--- config.mk ---
export PLATFORM = sky130hd
export DESIGN_NAME = loader_top
export DESIGN_NICKNAME = d
export VERILOG_FILES = /design/src/logic/loader_pkg.sv /design/src/logic/download_decoder.sv /design/src/logic/loader_top.sv /design/src/logic/mem_arbiter.sv /design/src/logic/tape_fetcher.sv /design/src/logic/tape_fifo.sv
export VERILOG_INCLUDE_DIRS = /design/src /design/src/logic
export SDC_FILE = /design/constraint.sdc
export NUM_CORES = 1
export LEC_CHECK = 0
export BUFFER_PORTS_ARGS = -buffer_cell sky130_fd_sc_hd__buf_2
export CORE_UTILIZATION = 50
export CTS_CLUSTER_DIAMETER = 150
export DETAILED_ROUTE_END_ITERATION = 10
export PLACE_DENSITY_LB_ADDON = 0.1
export SLEW_MARGIN = 25
export SYNTH_ARGS = -nofsm -noshare
export SYNTH_HDL_FRONTEND = slang
export SYNTH_SLANG_ARGS = --single-unit
--- constraint.sdc ---
create_clock -name clk_sys -period 6.63 [get_ports clk_sys]
set_clock_uncertainty 0.1 [all_clocks]
set_input_delay 1.326 -clock clk_sys [delete_from_list [all_inputs] [get_ports clk_sys]]
set_output_delay 1.326 -clock clk_sys [all_outputs]
set_load 0.1 [all_outputs]
--- src/logic/loader_settings.svh ---
`ifndef LOADER_SETTINGS_SVH
`define LOADER_SETTINGS_SVH

// ======================================================================
// Download and tape path settings
// ======================================================================

// Byte address width of the shared memory
`define LDR_ADDR_W 25

// Tape image lives at a fixed offset in shared memory
`define LDR_TAP_BASE 25'h200000

// Tape FIFO entries, a power of two
`define LDR_FIFO_DEPTH 8

// Host file index codes
`define LDR_IDX_PRG 8'd4
`define LDR_IDX_TAP 8'd6

`endif

--- src/logic/loader_pkg.sv ---
`default_nettype none
`include "loader_settings.svh"

package loader_pkg;

	// Vector types for the memory side
	typedef logic [`LDR_ADDR_W-1:0] mem_addr_t;
	typedef logic [7:0]             mem_byte_t;
	typedef logic [7:0]             file_idx_t;

	// One memory request, held stable while its req is high
	typedef struct packed {
		logic      we;
		mem_addr_t addr;
		mem_byte_t data;
	} mem_req_t;

	// Arbiter grant state
	typedef enum logic [1:0] {
		GRANT_IDLE,
		GRANT_LOADER,
		GRANT_TAPE
	} grant_e;

	// Tape fetcher state
	typedef enum logic [1:0] {
		FETCH_IDLE,
		FETCH_REQUEST,
		FETCH_WAIT_RELEASE
	} fetch_e;

endpackage

`default_nettype wire

--- src/logic/download_decoder.sv ---
`timescale 1ns/1ps
`default_nettype none
`include "loader_settings.svh"

module download_decoder (
	input  wire                        clk_sys,
	input  wire                        reset_n,
	input  wire                        dl_active_i,
	input  wire loader_pkg::file_idx_t dl_index_i,
	input  wire loader_pkg::mem_addr_t dl_addr_i,
	input  wire loader_pkg::mem_byte_t dl_data_i,
	input  wire                        dl_wr_i,
	output logic                       dl_wait_o,
	output logic                       wr_req_o,
	output loader_pkg::mem_req_t       wr_o,
	input  wire                        wr_ack_i,
	output loader_pkg::mem_addr_t      tape_len_o,
	output logic                       tape_loaded_o
);

	logic                  is_prg;
	logic                  is_tap;
	logic                  data_wr;
	logic                  active_q;
	logic                  ack_seen;
	loader_pkg::mem_addr_t load_addr;
	loader_pkg::mem_addr_t tap_cnt;

	assign is_prg  = (dl_index_i == `LDR_IDX_PRG);
	assign is_tap  = (dl_index_i == `LDR_IDX_TAP);
	// Header bytes 0 and 1 of a PRG only set the load address
	assign data_wr = dl_wr_i &&
		(is_tap || (is_prg && (dl_addr_i > loader_pkg::mem_addr_t'(1))));

	// ======================================================================
	// Load address and write payload
	// ======================================================================
	always_ff @(posedge clk_sys) begin
		if (dl_wr_i && is_prg && (dl_addr_i == '0)) begin
			load_addr <= loader_pkg::mem_addr_t'(dl_data_i);
		end else if (dl_wr_i && is_prg && (dl_addr_i == loader_pkg::mem_addr_t'(1))) begin
			load_addr[15:8] <= dl_data_i;
		end else if (data_wr && is_prg) begin
			wr_o      <= '{we: 1'b1, addr: load_addr, data: dl_data_i};
			load_addr <= load_addr + 1'b1;
		end else if (data_wr) begin
			wr_o <= '{we: 1'b1, addr: `LDR_TAP_BASE + dl_addr_i, data: dl_data_i};
		end
	end

	// ======================================================================
	// Request handshake, host wait and tape length
	// ======================================================================
	always_ff @(posedge clk_sys) begin
		if (!reset_n) begin
			dl_wait_o     <= 1'b0;
			wr_req_o      <= 1'b0;
			ack_seen      <= 1'b0;
			active_q      <= 1'b0;
			tap_cnt       <= '0;
			tape_len_o    <= '0;
			tape_loaded_o <= 1'b0;
		end else begin
			active_q      <= dl_active_i;
			tape_loaded_o <= 1'b0;

			if (data_wr) begin
				wr_req_o  <= 1'b1;
				dl_wait_o <= 1'b1;
			end

			// Byte count of the tape so far
			if (dl_active_i && !active_q) begin
				tap_cnt <= '0;
			end else if (dl_wr_i && is_tap) begin
				tap_cnt <= dl_addr_i + 1'b1;
			end

			if (wr_req_o && wr_ack_i) begin
				wr_req_o <= 1'b0;
				ack_seen <= 1'b1;
			end

			// Host may go on once the memory cycle has fully closed
			if (ack_seen && !wr_ack_i) begin
				ack_seen  <= 1'b0;
				dl_wait_o <= 1'b0;
			end

			if (!dl_active_i && active_q && is_tap) begin
				tape_len_o    <= tap_cnt;
				tape_loaded_o <= 1'b1;
			end
		end
	end

endmodule

`default_nettype wire

--- src/logic/loader_top.sv ---
`timescale 1ns/1ps
`default_nettype none

module loader_top (
	input  wire                        clk_sys,
	input  wire                        reset_n,
	// Host download stream
	input  wire                        dl_active_i,
	input  wire loader_pkg::file_idx_t dl_index_i,
	input  wire loader_pkg::mem_addr_t dl_addr_i,
	input  wire loader_pkg::mem_byte_t dl_data_i,
	input  wire                        dl_wr_i,
	output logic                       dl_wait_o,
	// External memory
	output logic                       mem_req_o,
	output loader_pkg::mem_req_t       mem_o,
	input  wire                        mem_ack_i,
	input  wire loader_pkg::mem_byte_t mem_rdata_i,
	// Tape control and byte stream
	input  wire                        play_btn_i,
	output logic                       tape_req_o,
	output loader_pkg::mem_byte_t      tape_byte_o,
	input  wire                        tape_ack_i,
	output logic                       tape_done_o
);

	logic                  ld_req;
	loader_pkg::mem_req_t  ld_bus;
	logic                  ld_ack;
	logic                  tp_req;
	loader_pkg::mem_req_t  tp_bus;
	logic                  tp_ack;
	loader_pkg::mem_byte_t tp_rdata;
	loader_pkg::mem_addr_t tape_len;
	logic                  tape_loaded;
	logic                  push;
	loader_pkg::mem_byte_t push_data;
	logic                  fifo_full;
	logic                  fifo_empty;
	loader_pkg::mem_byte_t fifo_head;
	logic                  fifo_pop;
	logic                  fifo_rst_n;
	logic                  out_busy;
	logic                  play;
	logic                  ack_q;

	// FIFO also flushes when a new tape image lands
	assign fifo_rst_n = reset_n && !tape_loaded;

	download_decoder u_decoder (
		.clk_sys       (clk_sys),
		.reset_n       (reset_n),
		.dl_active_i   (dl_active_i),
		.dl_index_i    (dl_index_i),
		.dl_addr_i     (dl_addr_i),
		.dl_data_i     (dl_data_i),
		.dl_wr_i       (dl_wr_i),
		.dl_wait_o     (dl_wait_o),
		.wr_req_o      (ld_req),
		.wr_o          (ld_bus),
		.wr_ack_i      (ld_ack),
		.tape_len_o    (tape_len),
		.tape_loaded_o (tape_loaded)
	);

	mem_arbiter u_arbiter (
		.clk_sys     (clk_sys),
		.reset_n     (reset_n),
		.ld_req_i    (ld_req),
		.ld_i        (ld_bus),
		.ld_ack_o    (ld_ack),
		.tp_req_i    (tp_req),
		.tp_i        (tp_bus),
		.tp_ack_o    (tp_ack),
		.rd_data_o   (tp_rdata),
		.mem_req_o   (mem_req_o),
		.mem_o       (mem_o),
		.mem_ack_i   (mem_ack_i),
		.mem_rdata_i (mem_rdata_i)
	);

	tape_fetcher u_fetcher (
		.clk_sys       (clk_sys),
		.reset_n       (reset_n),
		.tape_len_i    (tape_len),
		.tape_loaded_i (tape_loaded),
		.play_btn_i    (play_btn_i),
		.rd_req_o      (tp_req),
		.rd_o          (tp_bus),
		.rd_ack_i      (tp_ack),
		.rd_data_i     (tp_rdata),
		.push_o        (push),
		.push_data_o   (push_data),
		.fifo_full_i   (fifo_full),
		.fifo_empty_i  (fifo_empty),
		.out_busy_i    (out_busy),
		.play_o        (play),
		.tape_done_o   (tape_done_o)
	);

	tape_fifo u_fifo (
		.clk_sys     (clk_sys),
		.reset_n     (fifo_rst_n),
		.push_i      (push),
		.push_data_i (push_data),
		.pop_i       (fifo_pop),
		.head_o      (fifo_head),
		.full_o      (fifo_full),
		.empty_o     (fifo_empty)
	);

	// ======================================================================
	// Tape output handshake
	// ======================================================================
	assign fifo_pop = tape_req_o && tape_ack_i && !ack_q;
	assign out_busy = tape_req_o || tape_ack_i;

	always_ff @(posedge clk_sys) begin
		if (!reset_n) begin
			tape_req_o <= 1'b0;
			ack_q      <= 1'b0;
		end else begin
			ack_q <= tape_ack_i;
			if (tape_req_o) begin
				if (tape_ack_i) begin
					tape_req_o <= 1'b0;
				end
			end else if (!tape_ack_i && play && !fifo_empty) begin
				// Pause only blocks the next handshake
				tape_req_o <= 1'b1;
			end
		end
	end

	// Byte is captured with the rising req and held until the next one
	always_ff @(posedge clk_sys) begin
		if (!tape_req_o && !tape_ack_i) begin
			tape_byte_o <= fifo_head;
		end
	end

endmodule

`default_nettype wire

--- src/logic/mem_arbiter.sv ---
`timescale 1ns/1ps
`default_nettype none

module mem_arbiter (
	input  wire                        clk_sys,
	input  wire                        reset_n,
	// Loader side, write only
	input  wire                        ld_req_i,
	input  wire loader_pkg::mem_req_t  ld_i,
	output logic                       ld_ack_o,
	// Tape fetcher side, read only
	input  wire                        tp_req_i,
	input  wire loader_pkg::mem_req_t  tp_i,
	output logic                       tp_ack_o,
	output loader_pkg::mem_byte_t      rd_data_o,
	// External memory port
	output logic                       mem_req_o,
	output loader_pkg::mem_req_t       mem_o,
	input  wire                        mem_ack_i,
	input  wire loader_pkg::mem_byte_t mem_rdata_i
);

	loader_pkg::grant_e state;
	logic               ack_seen;

	// ======================================================================
	// Grant FSM
	// ======================================================================
	always_ff @(posedge clk_sys) begin
		if (!reset_n) begin
			state    <= loader_pkg::GRANT_IDLE;
			ack_seen <= 1'b0;
		end else begin
			case (state)
				loader_pkg::GRANT_IDLE: begin
					ack_seen <= 1'b0;
					// Loader wins a tie
					if (ld_req_i) begin
						state <= loader_pkg::GRANT_LOADER;
					end else if (tp_req_i) begin
						state <= loader_pkg::GRANT_TAPE;
					end
				end
				default: begin
					// Hold the grant until the outside ack has come and gone
					if (mem_ack_i) begin
						ack_seen <= 1'b1;
					end else if (ack_seen) begin
						ack_seen <= 1'b0;
						state    <= loader_pkg::GRANT_IDLE;
					end
				end
			endcase
		end
	end

	// Forward the granted request, route ack and data back to it only
	always_comb begin
		mem_req_o = 1'b0;
		mem_o     = '0;
		ld_ack_o  = 1'b0;
		tp_ack_o  = 1'b0;
		rd_data_o = '0;
		case (state)
			loader_pkg::GRANT_LOADER: begin
				mem_req_o = ld_req_i;
				mem_o     = ld_i;
				ld_ack_o  = mem_ack_i;
			end
			loader_pkg::GRANT_TAPE: begin
				mem_req_o = tp_req_i;
				mem_o     = tp_i;
				tp_ack_o  = mem_ack_i;
				rd_data_o = mem_rdata_i;
			end
			default: begin
				mem_req_o = 1'b0;
			end
		endcase
	end

endmodule

`default_nettype wire

--- src/logic/tape_fetcher.sv ---
`timescale 1ns/1ps
`default_nettype none
`include "loader_settings.svh"

module tape_fetcher (
	input  wire                        clk_sys,
	input  wire                        reset_n,
	input  wire loader_pkg::mem_addr_t tape_len_i,
	input  wire                        tape_loaded_i,
	input  wire                        play_btn_i,
	output logic                       rd_req_o,
	output loader_pkg::mem_req_t       rd_o,
	input  wire                        rd_ack_i,
	input  wire loader_pkg::mem_byte_t rd_data_i,
	output logic                       push_o,
	output loader_pkg::mem_byte_t      push_data_o,
	input  wire                        fifo_full_i,
	input  wire                        fifo_empty_i,
	input  wire                        out_busy_i,
	output logic                       play_o,
	output logic                       tape_done_o
);

	loader_pkg::fetch_e    state;
	loader_pkg::mem_addr_t fetch_cnt;
	loader_pkg::mem_addr_t fetch_addr;
	logic                  discard;
	logic                  btn_q;

	assign rd_o = '{we: 1'b0, addr: fetch_addr, data: '0};

	// Everything fetched, delivered and no output handshake open
	assign tape_done_o = (tape_len_i != '0) && (fetch_cnt == tape_len_i) &&
		fifo_empty_i && !push_o && !out_busy_i;

	// Address follows the count while idle, frozen during a read
	always_ff @(posedge clk_sys) begin
		if (state == loader_pkg::FETCH_IDLE) begin
			fetch_addr <= `LDR_TAP_BASE + fetch_cnt;
		end
		if (state == loader_pkg::FETCH_REQUEST && rd_ack_i) begin
			push_data_o <= rd_data_i;
		end
	end

	always_ff @(posedge clk_sys) begin
		if (!reset_n) begin
			state     <= loader_pkg::FETCH_IDLE;
			rd_req_o  <= 1'b0;
			push_o    <= 1'b0;
			fetch_cnt <= '0;
			discard   <= 1'b0;
			btn_q     <= 1'b0;
			play_o    <= 1'b0;
		end else begin
			push_o <= 1'b0;
			btn_q  <= play_btn_i;
			if (play_btn_i && !btn_q) begin
				play_o <= !play_o;
			end

			case (state)
				loader_pkg::FETCH_IDLE: begin
					if (!tape_loaded_i && !fifo_full_i && (fetch_cnt < tape_len_i)) begin
						rd_req_o <= 1'b1;
						state    <= loader_pkg::FETCH_REQUEST;
					end
				end
				loader_pkg::FETCH_REQUEST: begin
					if (rd_ack_i) begin
						rd_req_o <= 1'b0;
						state    <= loader_pkg::FETCH_WAIT_RELEASE;
						if (!discard && !tape_loaded_i) begin
							push_o    <= 1'b1;
							fetch_cnt <= fetch_cnt + 1'b1;
						end
					end
				end
				default: begin
					if (!rd_ack_i) begin
						discard <= 1'b0;
						state   <= loader_pkg::FETCH_IDLE;
					end
				end
			endcase

			// New tape restarts from byte 0, a read in flight is dropped
			if (tape_loaded_i) begin
				play_o    <= 1'b1;
				fetch_cnt <= '0;
				if (state != loader_pkg::FETCH_IDLE) begin
					discard <= 1'b1;
				end
			end
		end
	end

endmodule

`default_nettype wire

--- src/logic/tape_fifo.sv ---
`timescale 1ns/1ps
`default_nettype none
`include "loader_settings.svh"

module tape_fifo (
	input  wire                        clk_sys,
	input  wire                        reset_n,
	input  wire                        push_i,
	input  wire loader_pkg::mem_byte_t push_data_i,
	input  wire                        pop_i,
	output loader_pkg::mem_byte_t      head_o,
	output logic                       full_o,
	output logic                       empty_o
);

	localparam int PTR_W = $clog2(`LDR_FIFO_DEPTH);

	loader_pkg::mem_byte_t buf_q [`LDR_FIFO_DEPTH];
	logic [PTR_W-1:0]      rd_ptr;
	logic [PTR_W-1:0]      wr_ptr;
	logic [PTR_W:0]        count;
	logic                  do_push;
	logic                  do_pop;

	assign full_o  = (count == (PTR_W + 1)'(`LDR_FIFO_DEPTH));
	assign empty_o = (count == '0);
	assign do_push = push_i && !full_o;
	assign do_pop  = pop_i && !empty_o;
	assign head_o  = buf_q[rd_ptr];

	always_ff @(posedge clk_sys) begin
		if (do_push) begin
			buf_q[wr_ptr] <= push_data_i;
		end
	end

	// Pointers wrap on their own since the depth is a power of two
	always_ff @(posedge clk_sys) begin
		if (!reset_n) begin
			rd_ptr <= '0;
			wr_ptr <= '0;
			count  <= '0;
		end else begin
			if (do_push) begin
				wr_ptr <= wr_ptr + 1'b1;
			end
			if (do_pop) begin
				rd_ptr <= rd_ptr + 1'b1;
			end
			count <= count + do_push - do_pop;
		end
	end

endmodule

`default_nettype wire

==> results of run 1 <==
[area by class of cell]
type | instances | area share [%]
clock buffer | 34 | 5.44
clock inverter | 16 | 1.15
inverter | 53 | 1.43
multi-input combinational | 717 | 36.0
sequential | 265 | 48.8
tap | 319 | 2.88
timing repair buffer | 111 | 4.33
[sequential cells by signal, indices dropped and copies added, names as in the netlist, 2 cells and up, named ones only]
| signal | flops |
|---|---|
| u_fetcher.fetch_cnt | 25 |
| u_decoder.wr_o | 33 |
| u_fifo.count | 4 |
| u_fetcher.push_data_o | 8 |
| u_arbiter.state | 2 |
| u_fifo.wr_ptr | 3 |
| u_fifo.rd_ptr | 3 |
| u_fetcher.state | 2 |
| tape_byte_o | 8 |
| u_decoder.tap_cnt | 25 |
| u_fifo.buf_q | 64 |
| u_fetcher.fetch_addr | 25 |
| u_decoder.load_addr | 25 |
| u_decoder.tape_len_o | 25 |
[worst max-delay path, delay by kind of cell]
family	cells	cell delay, ns
simple gates	3	1.36
buf+inv	2	0.63
[worst paths after layout]
check,start,endpoint,slack (ns)
min reg2reg,u_decoder.ack_seen,u_decoder.dl_wait_o,0.35
max reg2reg,u_arbiter.state[0],u_fetcher.fetch_cnt[24],3.35
max,tape_ack_i,tape_done_o,1.87
min,u_decoder.ack_seen,u_decoder.dl_wait_o,0.35
[cells in the mapped netlist, drive strengths merged, types with 5 or more instances]
library cell / instances / area (µm²)
a211oi: 26 / 195
a21o: 5 / 37.5
a21oi: 28 / 140
a22o: 26 / 228
and2: 21 / 131
and3: 20 / 125
and4: 7 / 61.3
buf: 12 / 62.6
clkbuf: 39 / 146
dfxtp: 119 / 2380
edfxtp: 146 / 4380
ha: 46 / 576
inv: 53 / 199
mux2: 8 / 90.1
mux2i: 29 / 290
mux4: 16 / 360
nand2: 106 / 398
nand2b: 6 / 37.5
nand3: 34 / 170
nand4: 23 / 150
nor2: 129 / 484
nor2b: 6 / 37.5
nor3: 19 / 95.1
nor4: 20 / 165
nor4b: 6 / 73.8
o21ai: 18 / 90.1
o31ai: 8 / 73.8
or3: 6 / 37.5
xnor2: 29 / 254
xor2: 42 / 368
[cell families after synthesis]
family                   after synthesis
AND/OR/NAND/NOR                      415
flip-flops                           265
AO/OA/AOI/OAI                        131
buffers and inverters                104
XOR/XNOR                              71
multiplexers                          53
adder cells (fa/ha/maj)               47
[where the power goes]
group	switching (µW)	internal (µW)	total, µW
clock	627	922	1550
combinational	65.5	29.3	94.8
sequential	2.43	1720	1730
[per-stage QoR]
step | setup WS, ns | hold WS, ns | area [µm²]
after global placement | 1.79 | 0.313 | 12900
final | 1.87 | 0.349 | 13900
after detailed placement | 1.81 | 0.338 | 12900
after global routing | 1.78 | 0.370 | 13900
after floorplan | 0.416 | 0.311 | 12100
after CTS | 1.80 | 0.356 | 13800
[routing by layer]
layer / GRT usage, % / vias to the layer above / routed length (µm)
met2: 40.4 / 173 / 13700
met5: 0 / - / 0
met4: 5.87 / 0 / 602
li1: - / 4100 / -
met1: 31.2 / 3970 / 12600
met3: 2.74 / 37 / 1100
==> metrics.txt, run 1 <==
status finished clean; Post-Synthesis Cells 1086; Mapped Avg Cell Area roughly 11 µm²; n_diodes 0; Post-CTS Resized 0; die area roughly 25000 µm²; largest family of logic cells by synthesized area simple AND/OR/NAND/NOR gates; worst slew pin tran between 1 and 1.5 ns; final worst path period need 4.76 ns; Simple-Gate Fraction of Synth Area 17.1%; Clock H-tree levels 1; worst-path fanout max 9; Total Nets Final approximately 1.3k; # setup viols final 0; vias 8280; CP peak stage delay 0.65 ns; maximum clock rate 210 MHz; Setup crit end kind output port; P&R area growth vs syn 14.3%; total chip power ~3400 µW; area occupied by multi-input gates approximately 5000 µm²; global route overflow 0; Die X about 160 µm; Max Cap Violations 0; mux share of post-synthesis cell area 6.11%; ratio of final minimum period to clock period 71.8%; initial core utilization 51.4%; fraction of layout cells with a size suffix above 1 approximately 17%; Wirelength per Cell 18.5 µm; adder-cell area share of the yosys netlist between 4 and 5%; critical path class input pin to output port; Top FF cell, synth edfxtp_1; crit path DAT 3.33 ns; antenna viol nets, final 0; via/cell ratio around 5.5; final hold violation count 0; Pwr per Cell Area 243 nW/µm²; clock latency at the later pin of the worst-skew pair 0.54 ns; vias in the first global route 8117; Lkg Pwr 0.00540 µW; CTS Sinks 265; DP HPWL 20.1 mm; Post-Synth XOR/XNOR Area between 5 and 6%; total CTS buffers 28; HP Class flip-flop to flip-flop; synth unique cells 60; Post-synth EDFFs 146; initial drt markers 447; CP max-delay cell nor2_1; core area about 24000 µm²; Die Span Y roughly 160 µm; row count 56; crit path cell chain buf_2 -> nor2_1 -> nand4b_1 -> nor4_1 -> buf_2; fill cell count 2012; most frequent CP cell buf_2; TritonCTS clock tree built; Final Non-Filler Cells 1515; RSZ-0062 raised after global routing no; Port-buffer cells 101; root buf cell clkbuf_16; Syn Nets 1189; DRT Wirelength 28.0 mm; Synth async-reset ratio 0%; sequential-to-total area share from yosys stat 55.8%; Synth Register Bits 265; critical path required time 5.20 ns; postcts setup bufs 0; Final Wtd Congestion 0.917; I/O pins 102; relative slew slack between 20 and 30%; first-pass GRT wire length roughly 44 mm; utilization after layout 58.7%; most frequent cells in the layout edfxtp_1, nor2_1, dfxtp_1; commonest non-fill, non-tap cell in the layout edfxtp_1; CP Launch Type input pin; Mapped Area between 10000 and 15000 µm²; Worst R2R Path Depth 9; fraction of the mapped netlist area in compound gates 7.65%; initial antenna violation count 0; placed instance count 1464; drt drc 0; WHS Path Cells 1; largest net degree at the start of global routing 53; total track usage between 20% and 30%; Reg area roughly 6800 µm²; Final Max Slew Viols 0; Clock Path Buffers 3; Worst-path clk slew 0.06 ns; Pre-Repair DR Iteration Count 5; YS warnings 0; hold-fix buffers at CTS 0; Final TNS setup 0 ns; maximum vdd ir drop 0.000175 V
No activity file was read; power rests on OpenSTA's default activity.
==> run 2: changes to the inputs <==
==> constraint.sdc (replaced) <==
create_clock -name clk_sys -period 4.1 [get_ports clk_sys]
set_clock_uncertainty 0.1 [all_clocks]
set_input_delay 0.82 -clock clk_sys [delete_from_list [all_inputs] [get_ports clk_sys]]
set_output_delay 0.82 -clock clk_sys [all_outputs]
set_load 0.1 [all_outputs]
==> run 2 against run 1 <==
  * Cell count is 0.73% higher
  * Via count shrank 0.11%
  * Register-to-register slack worse by 2.2 ns
  * First-iteration DRC count is 30% higher
  * Largest power group unchanged
==> metrics.txt, run 2 (same netlist as run 1, synthesis figures left out) <==
Most flops, register u_fifo.buf_q; CP peak stage delay 0.49 ns; critical path class flip-flop to output port; initial antenna violation count 0; final worst path period need roughly 4 ns; HP Class flip-flop to flip-flop; Setup crit end kind output port; Final Wtd Congestion just over 0.9; antenna viol nets, final 0; crit path DAT 3.03 ns; Die Span Y 158 µm; root buf cell clkbuf_16; n_diodes 0; utilization after layout between 50% and 60%; Max Cap Violations 0; vias 8271; row count 56; postcts setup bufs 0; FF-to-FF Start u_arbiter.state[0]; Post-CTS Resized 0; reg2reg setup slack 1.19 ns; drt drc 0; clock latency at the later pin of the worst-skew pair roughly 0.54 ns; total chip power roughly 5300 µW; largest net degree at the start of global routing 52; CP max-delay cell buf_2; Clock H-tree levels 1; Clock Path Buffers 3; P&R area growth vs syn 14.2%; initial core utilization 51.4%; total CTS buffers 28; CTS Sinks 265; Lkg Pwr approximately 0.0054 µW; Port-buffer cells 101; most frequent cells in the layout edfxtp_1, nor2_1, dfxtp_1; vias in the first global route 7822; DRT Wirelength 27.8 mm; hold-fix buffers at CTS 0; Total Nets Final 1288; hold_sp u_decoder.ack_seen; commonest non-fill, non-tap cell in the layout edfxtp_1; TritonCTS clock tree built; RSZ-0062 raised after global routing no; top flop regs u_fifo.buf_q (64), u_decoder.wr_o (33); CP Launch Type flip-flop; core area between 20000 and 25000 µm²; maximum vdd ir drop 0.000332 V; final hold violation count 0; I/O pins 102; Pre-Repair DR Iteration Count 5; Die X 158 µm; Final Max Slew Viols 0; Pwr per Cell Area 382 nW/µm²; worst-path fanout max 3; via/cell ratio between 5 and 6; maximum clock rate 253 MHz; WHS Path Cells 1; global route overflow 0; Worst Hold Endpoint u_decoder.dl_wait_o; total track usage 23.1%; DP HPWL approximately 20 mm; Wirelength per Cell 18.2 µm; initial drt markers 582; first-pass GRT wire length about 44 mm; critical path required time 3.18 ns; die area approximately 25000 µm²; Worst R2R Path Depth 9; crit path cell chain inv_1 -> ha_1 -> nand3_1 -> or2_2 -> nor4_1 -> nand4_1 -> nor4_2 -> buf_2; ratio of final minimum period to clock period around 96%; fraction of layout cells with a size suffix above 1 16.7%; status finished clean; max reg flops between 60 and 70; relative slew slack a little over a third; Worst-path clk slew ~0.060 ns; reg2reg end u_fetcher.fetch_cnt[24]; worst slew pin tran 0.976 ns; # setup viols final 0
run 2: through the flow:
step / setup TNS [ns] / cell area (µm²) / std cells / worst slack (ns) / hold slack, ns
floorplan: -0.101 / 12100 / 1086 / -0.101 / 0.311
global placement: 0 / 13000 / 1474 / 0.623 / 0.328
detailed placement: 0 / 13000 / 1474 / 0.610 / 0.330
CTS: 0 / 13900 / 1526 / 0.0975 / 0.342
global route: 0 / 13900 / 1526 / 0.00299 / 0.374
finish: 0 / 13900 / 1526 / 0.151 / 0.349
run 2: cell type report:
cell class	count	area, µm²
Clock buffer	43	810
Multi-Input combinational cell	717	4980
Timing Repair Buffer	120	648
Fill cell	2049	9760
Inverter	53	199
Sequential cell	265	6770
Clock inverter	9	50.0
Tap cell	319	399
run 2: worst max-delay path: cells and delay by family (launching register included):
kind / cells / cell delay, ns
and+or+nand+nor: 5 / 1.32
DFF: 1 / 0.34
buffers and inverters: 2 / 0.54
adders and majority gates: 1 / 0.30
run 2: how the worst max path moves through the flow:
stage,start,end,slack [ns],cells past startpoint
6_report,u_decoder.tape_len_o[21],tape_done_o,0.15,8
5_1_grt,u_decoder.tape_len_o[21],tape_done_o,0.003,8
4_1_cts,u_decoder.tape_len_o[21],tape_done_o,0.1,8
3_5_place_dp,dl_index_i[6],u_decoder.wr_o[29],0.61,6
3_3_place_gp,dl_index_i[6],u_decoder.wr_o[3],0.62,6
2_1_floorplan,u_decoder.tape_len_o[24],tape_done_o,-0.10,7
run 2: routing by layer:
metal	up-vias	wire length [µm]	global-route usage, %
met5	-	0	0
met1	3937	12700	31.4
met2	177	13500	39.0
met3	48	1070	2.85
met4	0	602	5.96
li1	4109	-	-
run 2: power by group:
group / internal, µW / total [µW] / switching, µW
logic: 48.2 / 154 / 106
registers: 2790 / 2790 / 3.49
clock network: 1360 / 2350 / 995
==> run 3: changes to the inputs <==
--- a/config.mk
+++ b/config.mk
@@ -6,6 +6,7 @@
 export SDC_FILE = /design/constraint.sdc
 export NUM_CORES = 1
 export LEC_CHECK = 0
+export ABC_AREA = 1
 export BUFFER_PORTS_ARGS = -buffer_cell sky130_fd_sc_hd__buf_2
 export CORE_UTILIZATION = 50
 export CTS_CLUSTER_DIAMETER = 150
==> run 3 against run 2 <==
  * The run now ends with design-rule violations left
  * Flip-flop and latch count stayed put
  * Cell area rose by 10%
  * Cell count increased by 36%
  * Core utilization down 0.42 points
  * Critical path type unchanged
  * Critical endpoint is now mem_req_o
  * Largest power group unchanged
==> metrics.txt, run 3 <==
crit path cell chain inv_1 -> ha_1 -> buf_4 -> nand2_1 -> o21ai_1 -> buf_12; final worst path period need 3.63 ns; Simple-Gate Fraction of Synth Area 25.1%; vias ~11k; CP Launch Type flip-flop; Port-buffer cells 101; Wirelength per Cell 17.7 µm; Mapped Area 13500 µm²; antenna viol nets, final 0; Hold WS 0.362 ns; Final Non-Filler Cells a little over 2k; ratio of final minimum period to clock period around nine tenths; total chip power around 5800 µW; crit path DAT approximately 2.7 ns; fraction of the mapped netlist area in compound gates 11.0%; worst-path fanout max 52; Synth area leader edfxtp_1; mux share of post-synthesis cell area 0%; vias in the first global route 10.3k; largest family of logic cells by synthesized area simple AND/OR/NAND/NOR gates; initial antenna violation count 3; Synth top cells by count nand2_1, nor2_1, inv_1; Yosys top cell area share 32.5%; critical path required time 3.18 ns; max reg flops 64; HP Class flip-flop to flip-flop; Die X around 170 µm; ranking of synthesized cells by area edfxtp_1, dfxtp_1, nand2_1; global route overflow 0; most common cell in the netlist nand2_1; maximum clock rate 276 MHz; CP peak stage delay 0.42 ns; Synth async-reset ratio 0%; Final TNS setup 0 ns; largest net degree at the start of global routing 53; TritonCTS clock tree built; adder-cell area share of the yosys netlist 4.42%; Final Max Slew Viols 0; Most flops, register u_fifo.buf_q; Max Cap Violations 0; root buf cell clkbuf_16; Post-synth EDFFs approximately 150; commonest non-fill, non-tap cell in the layout nand2_1; hold-fix buffers at CTS 0; final hold violation count 0; CTS Sinks 265; top flop regs u_fifo.buf_q (64), u_decoder.wr_o (33); initial drt markers 981; Clock Path Buffers 3; Worst-path clk slew 0.06 ns; via/cell ratio approximately 5.4; Syn Nets approximately 1.7k; final instance area approximately 15000 µm²; P&R area growth vs syn 13.5%; status finished, violations left; Top FF cell, synth edfxtp_1; first-pass GRT wire length 57.8 mm; worst slew pin tran 1.00 ns; Pwr per Cell Area roughly 380 nW/µm²; placed instance count 2021; clock latency at the later pin of the worst-skew pair approximately 0.55 ns; Final Wtd Congestion roughly 0.97; fraction of layout cells with a size suffix above 1 12.7%; Synth Register Bits 265; most frequent cells in the layout nand2_1, nor2_1, inv_1; row count between 50 and 60; total track usage 26.8%; synth unique cells 43; drt drc 2; DRT Wirelength between 30 and 40 mm; violated checks design-rule violations; postcts setup bufs 0; die area between 20000 and 30000 µm²; initial core utilization slightly above 50%; Pre-Repair DR Iteration Count 8; Clock H-tree levels 1; RSZ-0062 raised after global routing no; Setup crit end kind output port; Post-Synthesis Cells 1626; sequential-to-total area share from yosys stat 50.2%; maximum vdd ir drop 0.000262 V; Post-Synth XOR/XNOR Area 1.62%; Mapped Avg Cell Area a little over 8 µm²; core area approximately 26000 µm²; I/O pins between 100 and 150; YS warnings 0; Die Span Y 166 µm; Total Nets Final between 1.5k and 2k; Lkg Pwr about 0.0065 µW; Post-Place Cell Area 14400 µm²; CP max-delay cell nand2_1; critical path class flip-flop to output port; # setup viols final 0; relative slew slack 32.9%; DP HPWL ~27 mm; Post-CTS Resized 0; total CTS buffers 28
run 3: final cells by class:
| class | instances | area (µm²) |
|---|---|---|
| Timing Repair Buffer | 115 | 758 |
| Multi-Input combinational cell | 1115 | 5710 |
| Inverter | 191 | 717 |
| Sequential cell | 265 | 6770 |
| Clock buffer | 40 | 800 |
| Fill cell | 2394 | 11000 |
| Tap cell | 335 | 419 |
| Antenna cell | 2 | 5.00 |
| Clock inverter | 10 | 131 |
run 3: per-layer routing:
layer / wire length (µm) / GRT usage (%) / share of wire [%] / up-vias
met5: 8 / 0 / 0.022 / -
met1: 17300 / 39.9 / 47 / 5190
met2: 15700 / 40.4 / 43 / 402
met4: 888 / 7.41 / 2.4 / 2
li1: - / - / - / 5603
met3: 2870 / 4.10 / 7.8 / 50
run 3: worst paths after layout:
path | endpoint | start | cells past startpoint | slack (ns)
setup / recovery | mem_req_o | u_arbiter.state[0] | 6 | 0.47
setup reg to reg | u_fetcher.fetch_cnt[22] | u_arbiter.state[0] | 11 | 1.53
hold / removal | u_decoder.ack_seen | u_decoder.ack_seen | 2 | 0.36
hold reg to reg | u_decoder.ack_seen | u_decoder.ack_seen | 2 | 0.36
run 3: critical path: cells and delay by family (launching register included):
family | cells | cell delay, ns
buf+inv | 3 | 0.71
compound gates | 1 | 0.37
simple gates | 1 | 0.42
fa+ha+maj | 1 | 0.28
flops | 1 | 0.39
run 3: cell families after synthesis:
family	after synthesis
simple gates	777
buf+inv	246
fa+ha+maj	47
xor+xnor	25
compound gates	266
flops	265
run 3: power by group:
| part | switching (µW) | leakage [µW] | internal [µW] | total (µW) |
|---|---|---|---|---|
| clock | 1020 | 0.000461 | 1540 | 2560 |
| combinational | 286 | 0.00364 | 99.7 | 385 |
| sequential | 16.5 | 0.00238 | 2810 | 2830 |
| total | 1320 | 0.00648 | 4450 | 5770 |
run 3: stage by stage:
| stage | utilization, % | setup WS (ns) |
|---|---|---|
| after floorplan | - | 0.0547 |
| after global placement | 54.7 | 0.907 |
| after detailed placement | 54.7 | 0.868 |
| after CTS | 58.2 | 0.441 |
| after global routing | 58.2 | 0.269 |
| final | 58.3 | 0.471 |
